--- src/srpt_settings.svh ---
`ifndef SRPT_SETTINGS_SVH
`define SRPT_SETTINGS_SVH

// Field widths of an entry and of a message header
// Peer id width
`define SRPT_PEER_W 14

// RPC id width
`define SRPT_RPC_W 14

// Packet counts, used for received, grantable, length, incoming and offset
`define SRPT_PKTS_W 10

// Entry state code
`define SRPT_STATE_W 3

// Queue sizes
// Entries held by the deep main queue
`define SRPT_MAIN_DEPTH 16

// Entries held by the small active set
`define SRPT_OVERCOMMIT 4

`endif

--- src/srpt_pkg.sv ---
`include "srpt_settings.svh"

package srpt_pkg;

   // Higher code ranks first, so ACTIVE beats EMPTY
   typedef enum logic [`SRPT_STATE_W-1:0] {
      EMPTY  = 3'd4,
      ACTIVE = 3'd6
   } entry_state_e;

   // One queue operation per cycle, shared by both queues
   typedef enum logic [1:0] {
      SORT,
      INSERT,
      PROMOTE,
      GRANT
   } queue_op_e;

   // Controller FSM
   typedef enum logic [1:0] {
      IDLE,
      NEW_HDR,
      QUEUE_SWAP
   } ctrl_state_e;

   // Scheduling entry, 51 bits
   typedef struct packed {
      logic [`SRPT_PEER_W-1:0] peer_id;
      logic [`SRPT_RPC_W-1:0]  rpc_id;
      logic [`SRPT_PKTS_W-1:0] recv_pkts;
      logic [`SRPT_PKTS_W-1:0] grant_pkts;
      entry_state_e            state;
   } srpt_entry_t;

   // Incoming data header, 58 bits
   typedef struct packed {
      logic [`SRPT_PEER_W-1:0] peer_id;
      logic [`SRPT_RPC_W-1:0]  rpc_id;
      logic [`SRPT_PKTS_W-1:0] msg_len;
      logic [`SRPT_PKTS_W-1:0] incoming;
      logic [`SRPT_PKTS_W-1:0] offset;
   } srpt_hdr_t;

   // Value of a free slot
   localparam srpt_entry_t EMPTY_ENTRY = '{peer_id: '0, rpc_id: '0, recv_pkts: '0,
                                          grant_pkts: '0, state: EMPTY};

   // State first, then fewer grantable packets
   function automatic logic ranks_before(input srpt_entry_t a, input srpt_entry_t b);
      if (a.state != b.state) begin
         return a.state > b.state;
      end
      return a.grant_pkts < b.grant_pkts;
   endfunction

endpackage

--- src/srpt_active_set.sv ---
`timescale 1ns/1ps
`include "srpt_settings.svh"

module srpt_active_set #(
   parameter int SLOTS = `SRPT_OVERCOMMIT
) (
   input  logic                  ap_clk,
   input  logic                  ap_rst,
   input  srpt_pkg::queue_op_e   op_i,
   input  srpt_pkg::srpt_entry_t main_head_i,
   output srpt_pkg::srpt_entry_t head_o,
   output srpt_pkg::srpt_entry_t tail_o
);
   import srpt_pkg::*;

   // Active slots, index 0 is the next grant candidate
   srpt_entry_t slot_q [SLOTS];

   // Slots after one transposition pass
   srpt_entry_t sorted [SLOTS];

   // Sort phase of this set, independent of the main queue
   logic odd_phase_q;

   srpt_sort_stage #(
      .N(SLOTS)
   ) sort_stage_i (
      .entries_i  (slot_q),
      .odd_phase_i(odd_phase_q),
      .entries_o  (sorted)
   );

   // Head feeds the grant decision
   assign head_o = slot_q[0];

   // Tail is compared against the main queue head
   // and is handed back to the main queue on a promote
   assign tail_o = slot_q[SLOTS-1];

   always_ff @(posedge ap_clk) begin
      if (ap_rst) begin
         odd_phase_q <= 1'b0;
         // Nothing active after reset
         for (int i = 0; i < SLOTS; i++) begin
            slot_q[i] <= EMPTY_ENTRY;
         end
      end else begin
         case (op_i)
            PROMOTE: begin
               // Main head beats the tail, swap it in
               slot_q[SLOTS-1] <= main_head_i;
            end
            GRANT: begin
               // Message granted in full, its slot is free again
               slot_q[0] <= EMPTY_ENTRY;
            end
            default: begin
               // SORT and INSERT leave the set free for a sort pass
               slot_q      <= sorted;
               odd_phase_q <= ~odd_phase_q;
            end
         endcase
      end
   end

   // Free slots sink to the tail over the next sort passes
   // and are then refilled by promotes from the main queue
   // Entries swapped in at the tail rise
   // until they meet a better one

endmodule

--- src/srpt_grant_ctrl.sv ---
`timescale 1ns/1ps
`include "srpt_settings.svh"

module srpt_grant_ctrl (
   input  logic                  ap_clk,
   input  logic                  ap_rst,
   input  logic                  header_empty_i,
   input  srpt_pkg::srpt_hdr_t   header_data_i,
   output logic                  header_rd_o,
   input  logic                  grant_full_i,
   output logic                  grant_wr_o,
   output srpt_pkg::srpt_entry_t grant_data_o,
   input  srpt_pkg::srpt_entry_t main_head_i,
   input  srpt_pkg::srpt_entry_t act_head_i,
   input  srpt_pkg::srpt_entry_t act_tail_i,
   output srpt_pkg::queue_op_e   op_o,
   output srpt_pkg::srpt_entry_t new_entry_o
);
   import srpt_pkg::*;

   ctrl_state_e state_q;
   ctrl_state_e state_d;

   // Header sampled in this IDLE cycle
   logic hdr_take;
   // Header opens a new message with packets left to grant
   logic hdr_insert;
   logic promote_ok;
   logic grant_ok;

   assign hdr_take = (state_q == IDLE) && !header_empty_i;

   // Only the first packet creates an entry, later offsets are dropped
   assign hdr_insert = hdr_take && (header_data_i.offset == '0)
                       && (header_data_i.msg_len > header_data_i.incoming);

   // No swap while a header is taken or right after a swap
   assign promote_ok = !hdr_take && (state_q != QUEUE_SWAP)
                       && ranks_before(main_head_i, act_tail_i);

   // Head must be live, have received packets and find room downstream
   assign grant_ok = (act_head_i.state == ACTIVE) && (act_head_i.recv_pkts != '0)
                     && !grant_full_i;

   // Entry built straight from the header on the FIFO output
   always_comb begin
      new_entry_o.peer_id    = header_data_i.peer_id;
      new_entry_o.rpc_id     = header_data_i.rpc_id;
      new_entry_o.recv_pkts  = `SRPT_PKTS_W'(1);
      new_entry_o.grant_pkts = header_data_i.msg_len - `SRPT_PKTS_W'(1);
      new_entry_o.state      = ACTIVE;
   end

   // Fixed priority, one operation per cycle
   always_comb begin
      if (hdr_insert) begin
         op_o = INSERT;
      end else if (promote_ok) begin
         op_o = PROMOTE;
      end else if (grant_ok) begin
         op_o = GRANT;
      end else begin
         op_o = SORT;
      end
   end

   // Next state
   always_comb begin
      state_d = IDLE;
      case (state_q)
         IDLE: begin
            if (hdr_take) begin
               state_d = NEW_HDR;
            end else if (op_o == PROMOTE) begin
               state_d = QUEUE_SWAP;
            end
         end
         NEW_HDR: begin
            // Header pops on this edge, a swap may still start here
            if (op_o == PROMOTE) begin
               state_d = QUEUE_SWAP;
            end
         end
         default: begin
            state_d = IDLE;
         end
      endcase
   end

   always_ff @(posedge ap_clk) begin
      if (ap_rst) begin
         state_q     <= IDLE;
         header_rd_o <= 1'b0;
         grant_wr_o  <= 1'b0;
      end else begin
         state_q     <= state_d;
         // Pop one cycle after sampling
         header_rd_o <= hdr_take;
         grant_wr_o  <= (op_o == GRANT);
      end
   end

   // Granted head leaves with the write pulse
   always_ff @(posedge ap_clk) begin
      if (op_o == GRANT) begin
         grant_data_o <= act_head_i;
      end
   end

endmodule

--- src/srpt_grant_top.sv ---
`timescale 1ns/1ps
`include "srpt_settings.svh"

module srpt_grant_top (
   input  logic                  ap_clk,
   input  logic                  ap_rst,
   input  logic                  header_empty_i,
   input  srpt_pkg::srpt_hdr_t   header_data_i,
   output logic                  header_rd_o,
   input  logic                  grant_full_i,
   output logic                  grant_wr_o,
   output srpt_pkg::srpt_entry_t grant_data_o
);

   // Operation shared by both queues
   srpt_pkg::queue_op_e   queue_op;
   // Best entry of the main queue
   srpt_pkg::srpt_entry_t main_head;
   // Grant candidate and worst entry of the active set
   srpt_pkg::srpt_entry_t act_head;
   srpt_pkg::srpt_entry_t act_tail;
   // Entry created from the current header
   srpt_pkg::srpt_entry_t new_entry;

   srpt_grant_ctrl srpt_grant_ctrl_i (
      .ap_clk        (ap_clk),
      .ap_rst        (ap_rst),
      .header_empty_i(header_empty_i),
      .header_data_i (header_data_i),
      .header_rd_o   (header_rd_o),
      .grant_full_i  (grant_full_i),
      .grant_wr_o    (grant_wr_o),
      .grant_data_o  (grant_data_o),
      .main_head_i   (main_head),
      .act_head_i    (act_head),
      .act_tail_i    (act_tail),
      .op_o          (queue_op),
      .new_entry_o   (new_entry)
   );

   // Active tail goes back to the main queue on a promote
   srpt_main_queue #(
      .DEPTH(`SRPT_MAIN_DEPTH)
   ) srpt_main_queue_i (
      .ap_clk  (ap_clk),
      .ap_rst  (ap_rst),
      .op_i    (queue_op),
      .insert_i(new_entry),
      .evict_i (act_tail),
      .head_o  (main_head)
   );

   srpt_active_set #(
      .SLOTS(`SRPT_OVERCOMMIT)
   ) srpt_active_set_i (
      .ap_clk     (ap_clk),
      .ap_rst     (ap_rst),
      .op_i       (queue_op),
      .main_head_i(main_head),
      .head_o     (act_head),
      .tail_o     (act_tail)
   );

endmodule

--- src/srpt_main_queue.sv ---
`timescale 1ns/1ps
`include "srpt_settings.svh"

module srpt_main_queue #(
   parameter int DEPTH = `SRPT_MAIN_DEPTH
) (
   input  logic                  ap_clk,
   input  logic                  ap_rst,
   input  srpt_pkg::queue_op_e   op_i,
   input  srpt_pkg::srpt_entry_t insert_i,
   input  srpt_pkg::srpt_entry_t evict_i,
   output srpt_pkg::srpt_entry_t head_o
);
   import srpt_pkg::*;

   // Queue storage, index 0 is the head
   srpt_entry_t queue_q [DEPTH];

   // Result of one transposition pass over the storage
   srpt_entry_t sorted [DEPTH];

   // Sort phase, low selects the even pass
   logic odd_phase_q;

   // Phase used by the sort stage this cycle
   logic pass_odd;

   // A promote always uses the odd pass
   // because that pass leaves slot 0 free for the evicted entry
   assign pass_odd = (op_i == PROMOTE) ? 1'b1 : odd_phase_q;

   srpt_sort_stage #(
      .N(DEPTH)
   ) sort_stage_i (
      .entries_i  (queue_q),
      .odd_phase_i(pass_odd),
      .entries_o  (sorted)
   );

   // Head is the candidate for the active set
   assign head_o = queue_q[0];

   always_ff @(posedge ap_clk) begin
      if (ap_rst) begin
         odd_phase_q <= 1'b0;
         // All slots start free
         for (int i = 0; i < DEPTH; i++) begin
            queue_q[i] <= EMPTY_ENTRY;
         end
      end else begin
         case (op_i)
            INSERT: begin
               // Shift towards the tail, the deepest entry drops out
               for (int i = 1; i < DEPTH; i++) begin
                  queue_q[i] <= queue_q[i-1];
               end
               queue_q[0] <= insert_i;
            end
            PROMOTE: begin
               // Old head moves to the active set, its evicted tail lands here
               queue_q    <= sorted;
               queue_q[0] <= evict_i;
            end
            default: begin
               // SORT and GRANT cycles run the current phase
               queue_q     <= sorted;
               odd_phase_q <= ~odd_phase_q;
            end
         endcase
      end
   end

endmodule

--- src/srpt_sort_stage.sv ---
`timescale 1ns/1ps
`include "srpt_settings.svh"

module srpt_sort_stage #(
   parameter int N = `SRPT_OVERCOMMIT
) (
   input  srpt_pkg::srpt_entry_t entries_i [N],
   input  logic                  odd_phase_i,
   output srpt_pkg::srpt_entry_t entries_o [N]
);
   import srpt_pkg::*;

   // One transposition pass
   // Even phase pairs (0,1) (2,3) ..., odd phase pairs (1,2) (3,4) ...
   // Pairs of one phase never overlap, so every swap reads the unsorted input
   always_comb begin
      // Untouched slots pass straight through
      entries_o = entries_i;
      for (int i = 0; i < N - 1; i++) begin
         // Lower index of the pair must match the phase parity
         if (i[0] == odd_phase_i) begin
            // Better entry moves towards index 0
            if (ranks_before(entries_i[i+1], entries_i[i])) begin
               entries_o[i]   = entries_i[i+1];
               entries_o[i+1] = entries_i[i];
            end
         end
      end
   end

   // Equal entries keep their places
   // so the pass is stable and a sorted array stays unchanged
   // An odd pass leaves slot 0 alone
   // which the main queue relies on when it takes an evicted entry
   // The tail is left alone by an odd pass only when N is even

endmodule
--- config.mk ---
export PLATFORM = sky130hd
export DESIGN_NAME = srpt_grant_top
export DESIGN_NICKNAME = d
export VERILOG_FILES = /design/src/srpt_pkg.sv /design/src/srpt_active_set.sv /design/src/srpt_grant_ctrl.sv /design/src/srpt_grant_top.sv /design/src/srpt_main_queue.sv /design/src/srpt_sort_stage.sv
export VERILOG_INCLUDE_DIRS = /design/src
export SDC_FILE = /design/constraint.sdc
export NUM_CORES = 2
export LEC_CHECK = 0
export ABC_AREA = 0
export BUFFER_PORTS_ARGS = -buffer_cell sky130_fd_sc_hd__buf_2
export CAP_MARGIN = 15
export CORE_MARGIN = 4
export CORE_UTILIZATION = 51
export DETAILED_ROUTE_END_ITERATION = 10
export PLACE_DENSITY = 0.73
export SLEW_MARGIN = 20
export SYNTH_ARGS = -nofsm -noshare
export SYNTH_HDL_FRONTEND = slang
export SYNTH_HIERARCHICAL = 1
export SYNTH_SLANG_ARGS = --single-unit
--- constraint.sdc ---
create_clock -name ap_clk -period 6.75 [get_ports ap_clk]
set_input_delay 0.675 -clock ap_clk [delete_from_list [all_inputs] [get_ports ap_clk]]
set_output_delay 0.675 -clock ap_clk [all_outputs]
set_load 0.02 [all_outputs]
==> results.py <==
metrics = {
    "final_layout": {
        "finalNetCount": 8555,
        "drive_above_1_share_pct": 9.65,
        "area_growth_pct": 4.51,
        "antennaDiodeCount": 0,
    },
    "synth": {
        "synth.largest_area_cell": "dfxtp_1",
        "synth_top_area_share_pct": 29.3,
        "ys_ff_latch": 1076,
        "syn-instance-count": 8954,
        "synth_ff_type": "dfxtp_1",
        "yosys-top-cells-count": "a21oi_1 (1268), o21ai_0 (1105), dfxtp_1 (1025)",
        "yosysMostFrequentCell": "a21oi_1",
        "synth_edf_count": 51,
        "async_reset_ff_share_pct": 0,
        "syn_avg_cell_area_um2": 7.83,
        "syn-cell-area_um2": 70100,
        "yosysWarnings": 6,
        "netlist_top_cells_area": "dfxtp_1 (29%), a21oi_1 (9.0%), nand3b_1 (8.6%), mux2i_1 (8.5%), o21ai_0 (7.9%)",
        "ys_seq_area_share_pct": 31.4,
        "yosysUniqueCellTypes": 79,
    },
    "timing": {
        "fin_skew_ps": 108,
        "finalMaxSlewViolations": 0,
        "worst_slew_pin_slew_ps": 1360,
        "fin_crit_ps": 5420,
        "hold_viol": 0,
        "rsz0062_at_grt": "false",
        "slew_headroom_pct": 9.46,
        "fin_crit_sh_pct": 80.3,
        "fmax_mhz": 185,
        "setup_violations": 0,
        "fin_tns_setup_ps": 0,
    },
    "critical_path": {
        "endpoint": "srpt_main_queue_i/queue_q[472]",
        "reg2reg_to": "srpt_main_queue_i/queue_q[472]",
        "r2r_setup_slack_ps": 1330,
        "worstSetupPathType": "flip-flop to flip-flop",
        "cp_max_fo": 216,
        "arrival_ps": 6040,
        "r2r_cells": 14,
        "worst_path_largest_cell_delay_ps": 960,
        "end_kind": "flip-flop",
        "cp-start-kind": "flip-flop",
        "crit_start": "srpt_active_set_i/tail_o[11]",
        "worstPathRequired_ps": 7380,
        "timing.rr.start": "srpt_active_set_i/tail_o[11]",
        "cp_slowest_cell": "buf_4",
        "path_cells": "inv_1, ha_1, a21o_1, a221oi_1, o211ai_1, a21oi_1, o21ai_4, inv_1, ha_4, buf_4, buf_12, buf_4, o21ai_0, a21oi_1",
    },
    "detailed_routing": {
        "drt-wirelength-per-cell_um": 18.7,
        "vias": 63355,
        "drt_iter0_drc": 7407,
        "post-route-drc-count": 0,
        "via_per_inst": 6.25,
        "wl_um": 190000,
        "final_antenna_net_count": 0,
        "dr.pass1.iters": 6,
    },
    "pwr": {
        "pwr_density_cell_nw_per_um2": 578,
        "p_leak_nw": 27.2,
        "cellInternalPower_mw": 21.5,
        "power_mw": 42.4,
        "p_seq_share_pct": 21.3,
        "p_sw_share_pct": 49.2,
        "pwr-share-clk_pct": 16.2,
        "combPwrFrac_pct": 62.5,
        "netSwitchingPower_mw": 20.8,
        "vdd_drop_max_v": 0.000546,
    },
    "clock_network": {
        "cts_inserted_buffers": 119,
        "cts_hold_buf": 0,
        "cts.sinks": 1076,
        "path_clk_slew_ps": 60,
        "cts_resized": 0,
        "tritoncts": "built",
        "clock_latency_ps": 790,
        "cts_setup_buffers": 0,
        "cts_root_buf": "clkbuf_16",
        "htree_levels": 3,
        "clock_tree.buffer_depth": 3,
    },
    "die": {
        "die_h_um": 379,
        "die_x_um": 379,
        "start_util_pct": 51.6,
        "core_um2": 136000,
        "fp-row-count": 135,
        "ios": 115,
        "die_area_um2": 144000,
    },
    "placement": {
        "place.gp.congestion": 0.867,
        "portBuffers": 114,
        "dpl.hpwl_um": 117000,
    },
    "global_routing": {
        "overflow": 0,
        "grt_pass1_wl_um": 309000,
        "grt_max_degree": 236,
        "antenna_found_initial": 1,
        "grt_pass1_vias": 58704,
        "grt_usage_pct": 25.0,
    },
    "min_path": {
        "hold_class": "input port to flip-flop",
    },
    "run": {
        "cap_violations": 0,
    },
    "status": {
        "status": "finished clean",
    },
}
==> cell families after synthesis <==
group | after synthesis | share of synthesized area [%]
compound gates | 2931 | 22.7
simple gates | 2395 | 18.2
buf+inv | 1366 | 9.28
flops | 1076 | 31.4
mux | 933 | 13.9
fa+ha+maj | 241 | 4.30
xor+xnor | 10 | 0.125
other cells | 2 | 0.0107
==> cell type report <==
type | instances | area (um2)
Clock buffer | 181 | 3580
Fill cell | 12376 | 62700
Tap cell | 1781 | 2230
Multi-Input combinational cell | 6523 | 41800
Inverter | 299 | 1120
Clock inverter | 44 | 589
Sequential cell | 1076 | 22100
Timing Repair Buffer | 233 | 1900
==> power by group through the flow <==
| stage | sequential [mW] | combinational (mW) | clock (mW) |
|---|---|---|---|
| floorplan | 8.52 | 21.6 | 0 |
| global placement | 9.05 | 25.2 | 0 |
| detailed placement | 9.10 | 25.9 | 0 |
| CTS | 8.97 | 26.0 | 6.99 |
| global route | 9.15 | 29.0 | 7.25 |
| finish | 9.01 | 26.5 | 6.88 |
==> how the worst min path moves through the flow <==
stage                                            start                                  to  cells after the start
final                                   header_empty_i        srpt_grant_ctrl_i/state_q[0]                      2
after global routing                    header_empty_i        srpt_grant_ctrl_i/state_q[0]                      2
after CTS                               header_empty_i        srpt_grant_ctrl_i/state_q[0]                      2
after detailed placement  srpt_active_set_i/head_o[49]  srpt_grant_ctrl_i/grant_data_o[49]                      0
after global placement    srpt_active_set_i/head_o[49]  srpt_grant_ctrl_i/grant_data_o[49]                      0
after floorplan           srpt_grant_ctrl_i/state_q[1]        srpt_grant_ctrl_i/state_q[1]                      1
==> cells in the final DEF (no fill, tap or decap), drive strengths merged, types with 9 or more instances in the layout <==
cell type	Yosys	layout
and3	12	12
o311ai	12	12
a221oi	54	54
nand2	706	706
a31oi	160	160
nor3	59	59
ha	241	241
inv	299	303
o22a	13	13
clkinv	0	29
buf	519	233
edfxtp	51	51
nand4	56	56
a21oi	1269	1269
mux2	334	334
clkbuf	546	181
nand3b	802	802
bufinv	0	9
a22oi	13	13
o32ai	38	38
dfxtp	1025	1025
o211ai	12	12
conb	2	13
nand3	62	62
a21o	20	20
nor2	534	534
o21a	11	11
a211oi	67	67
mux2i	599	599
o21ai	1212	1212
nand2b	70	70
nor2b	61	61
a221o	18	18
==> stage by stage <==
step	instances	hold WS, ps	setup slack, ps	instance area [um2]	utilization (%)
2_1_floorplan	8965	440	743	70200	-
3_3_place_gp	9910	470	1260	69100	50.8
3_5_place_dp	9910	478	1180	69100	50.8
4_1_cts	10135	36.9	1410	73300	53.9
5_1_grt	10137	71.5	1010	73300	53.9
6_report	10137	87.3	1330	73300	53.9
==> critical path: cells and delay by family (launching register included) <==
kind	cells	cell delay [ps]
fa+ha+maj	2	440
compound gates	7	1680
flops	1	450
buf+inv	5	2520
==> sequential cells by signal, indices dropped and copies added (netlist names) <==
register                        count
srpt_active_set_i/tail_o           51
srpt_main_queue_i/queue_q         765
srpt_grant_ctrl_i/grant_wr_o        1
srpt_main_queue_i/head_o           51
srpt_active_set_i/slot_q          102
srpt_main_queue_i/odd_phase_q       1
srpt_grant_ctrl_i/state_q           2
srpt_grant_ctrl_i/grant_data_o     51
srpt_active_set_i/odd_phase_q       1
srpt_active_set_i/head_o           51
==> routing by layer <==
metal / vias to the layer above / GRT usage (%) / wire (um)
li1: 30280 / - / -
met2: 2030 / 39.9 / 87300
met3: 299 / 3.04 / 11400
met5: - / 0 / 0
met1: 30746 / 35.6 / 87100
met4: 0 / 6.91 / 3950
Power figures use the tool's default switching activity.
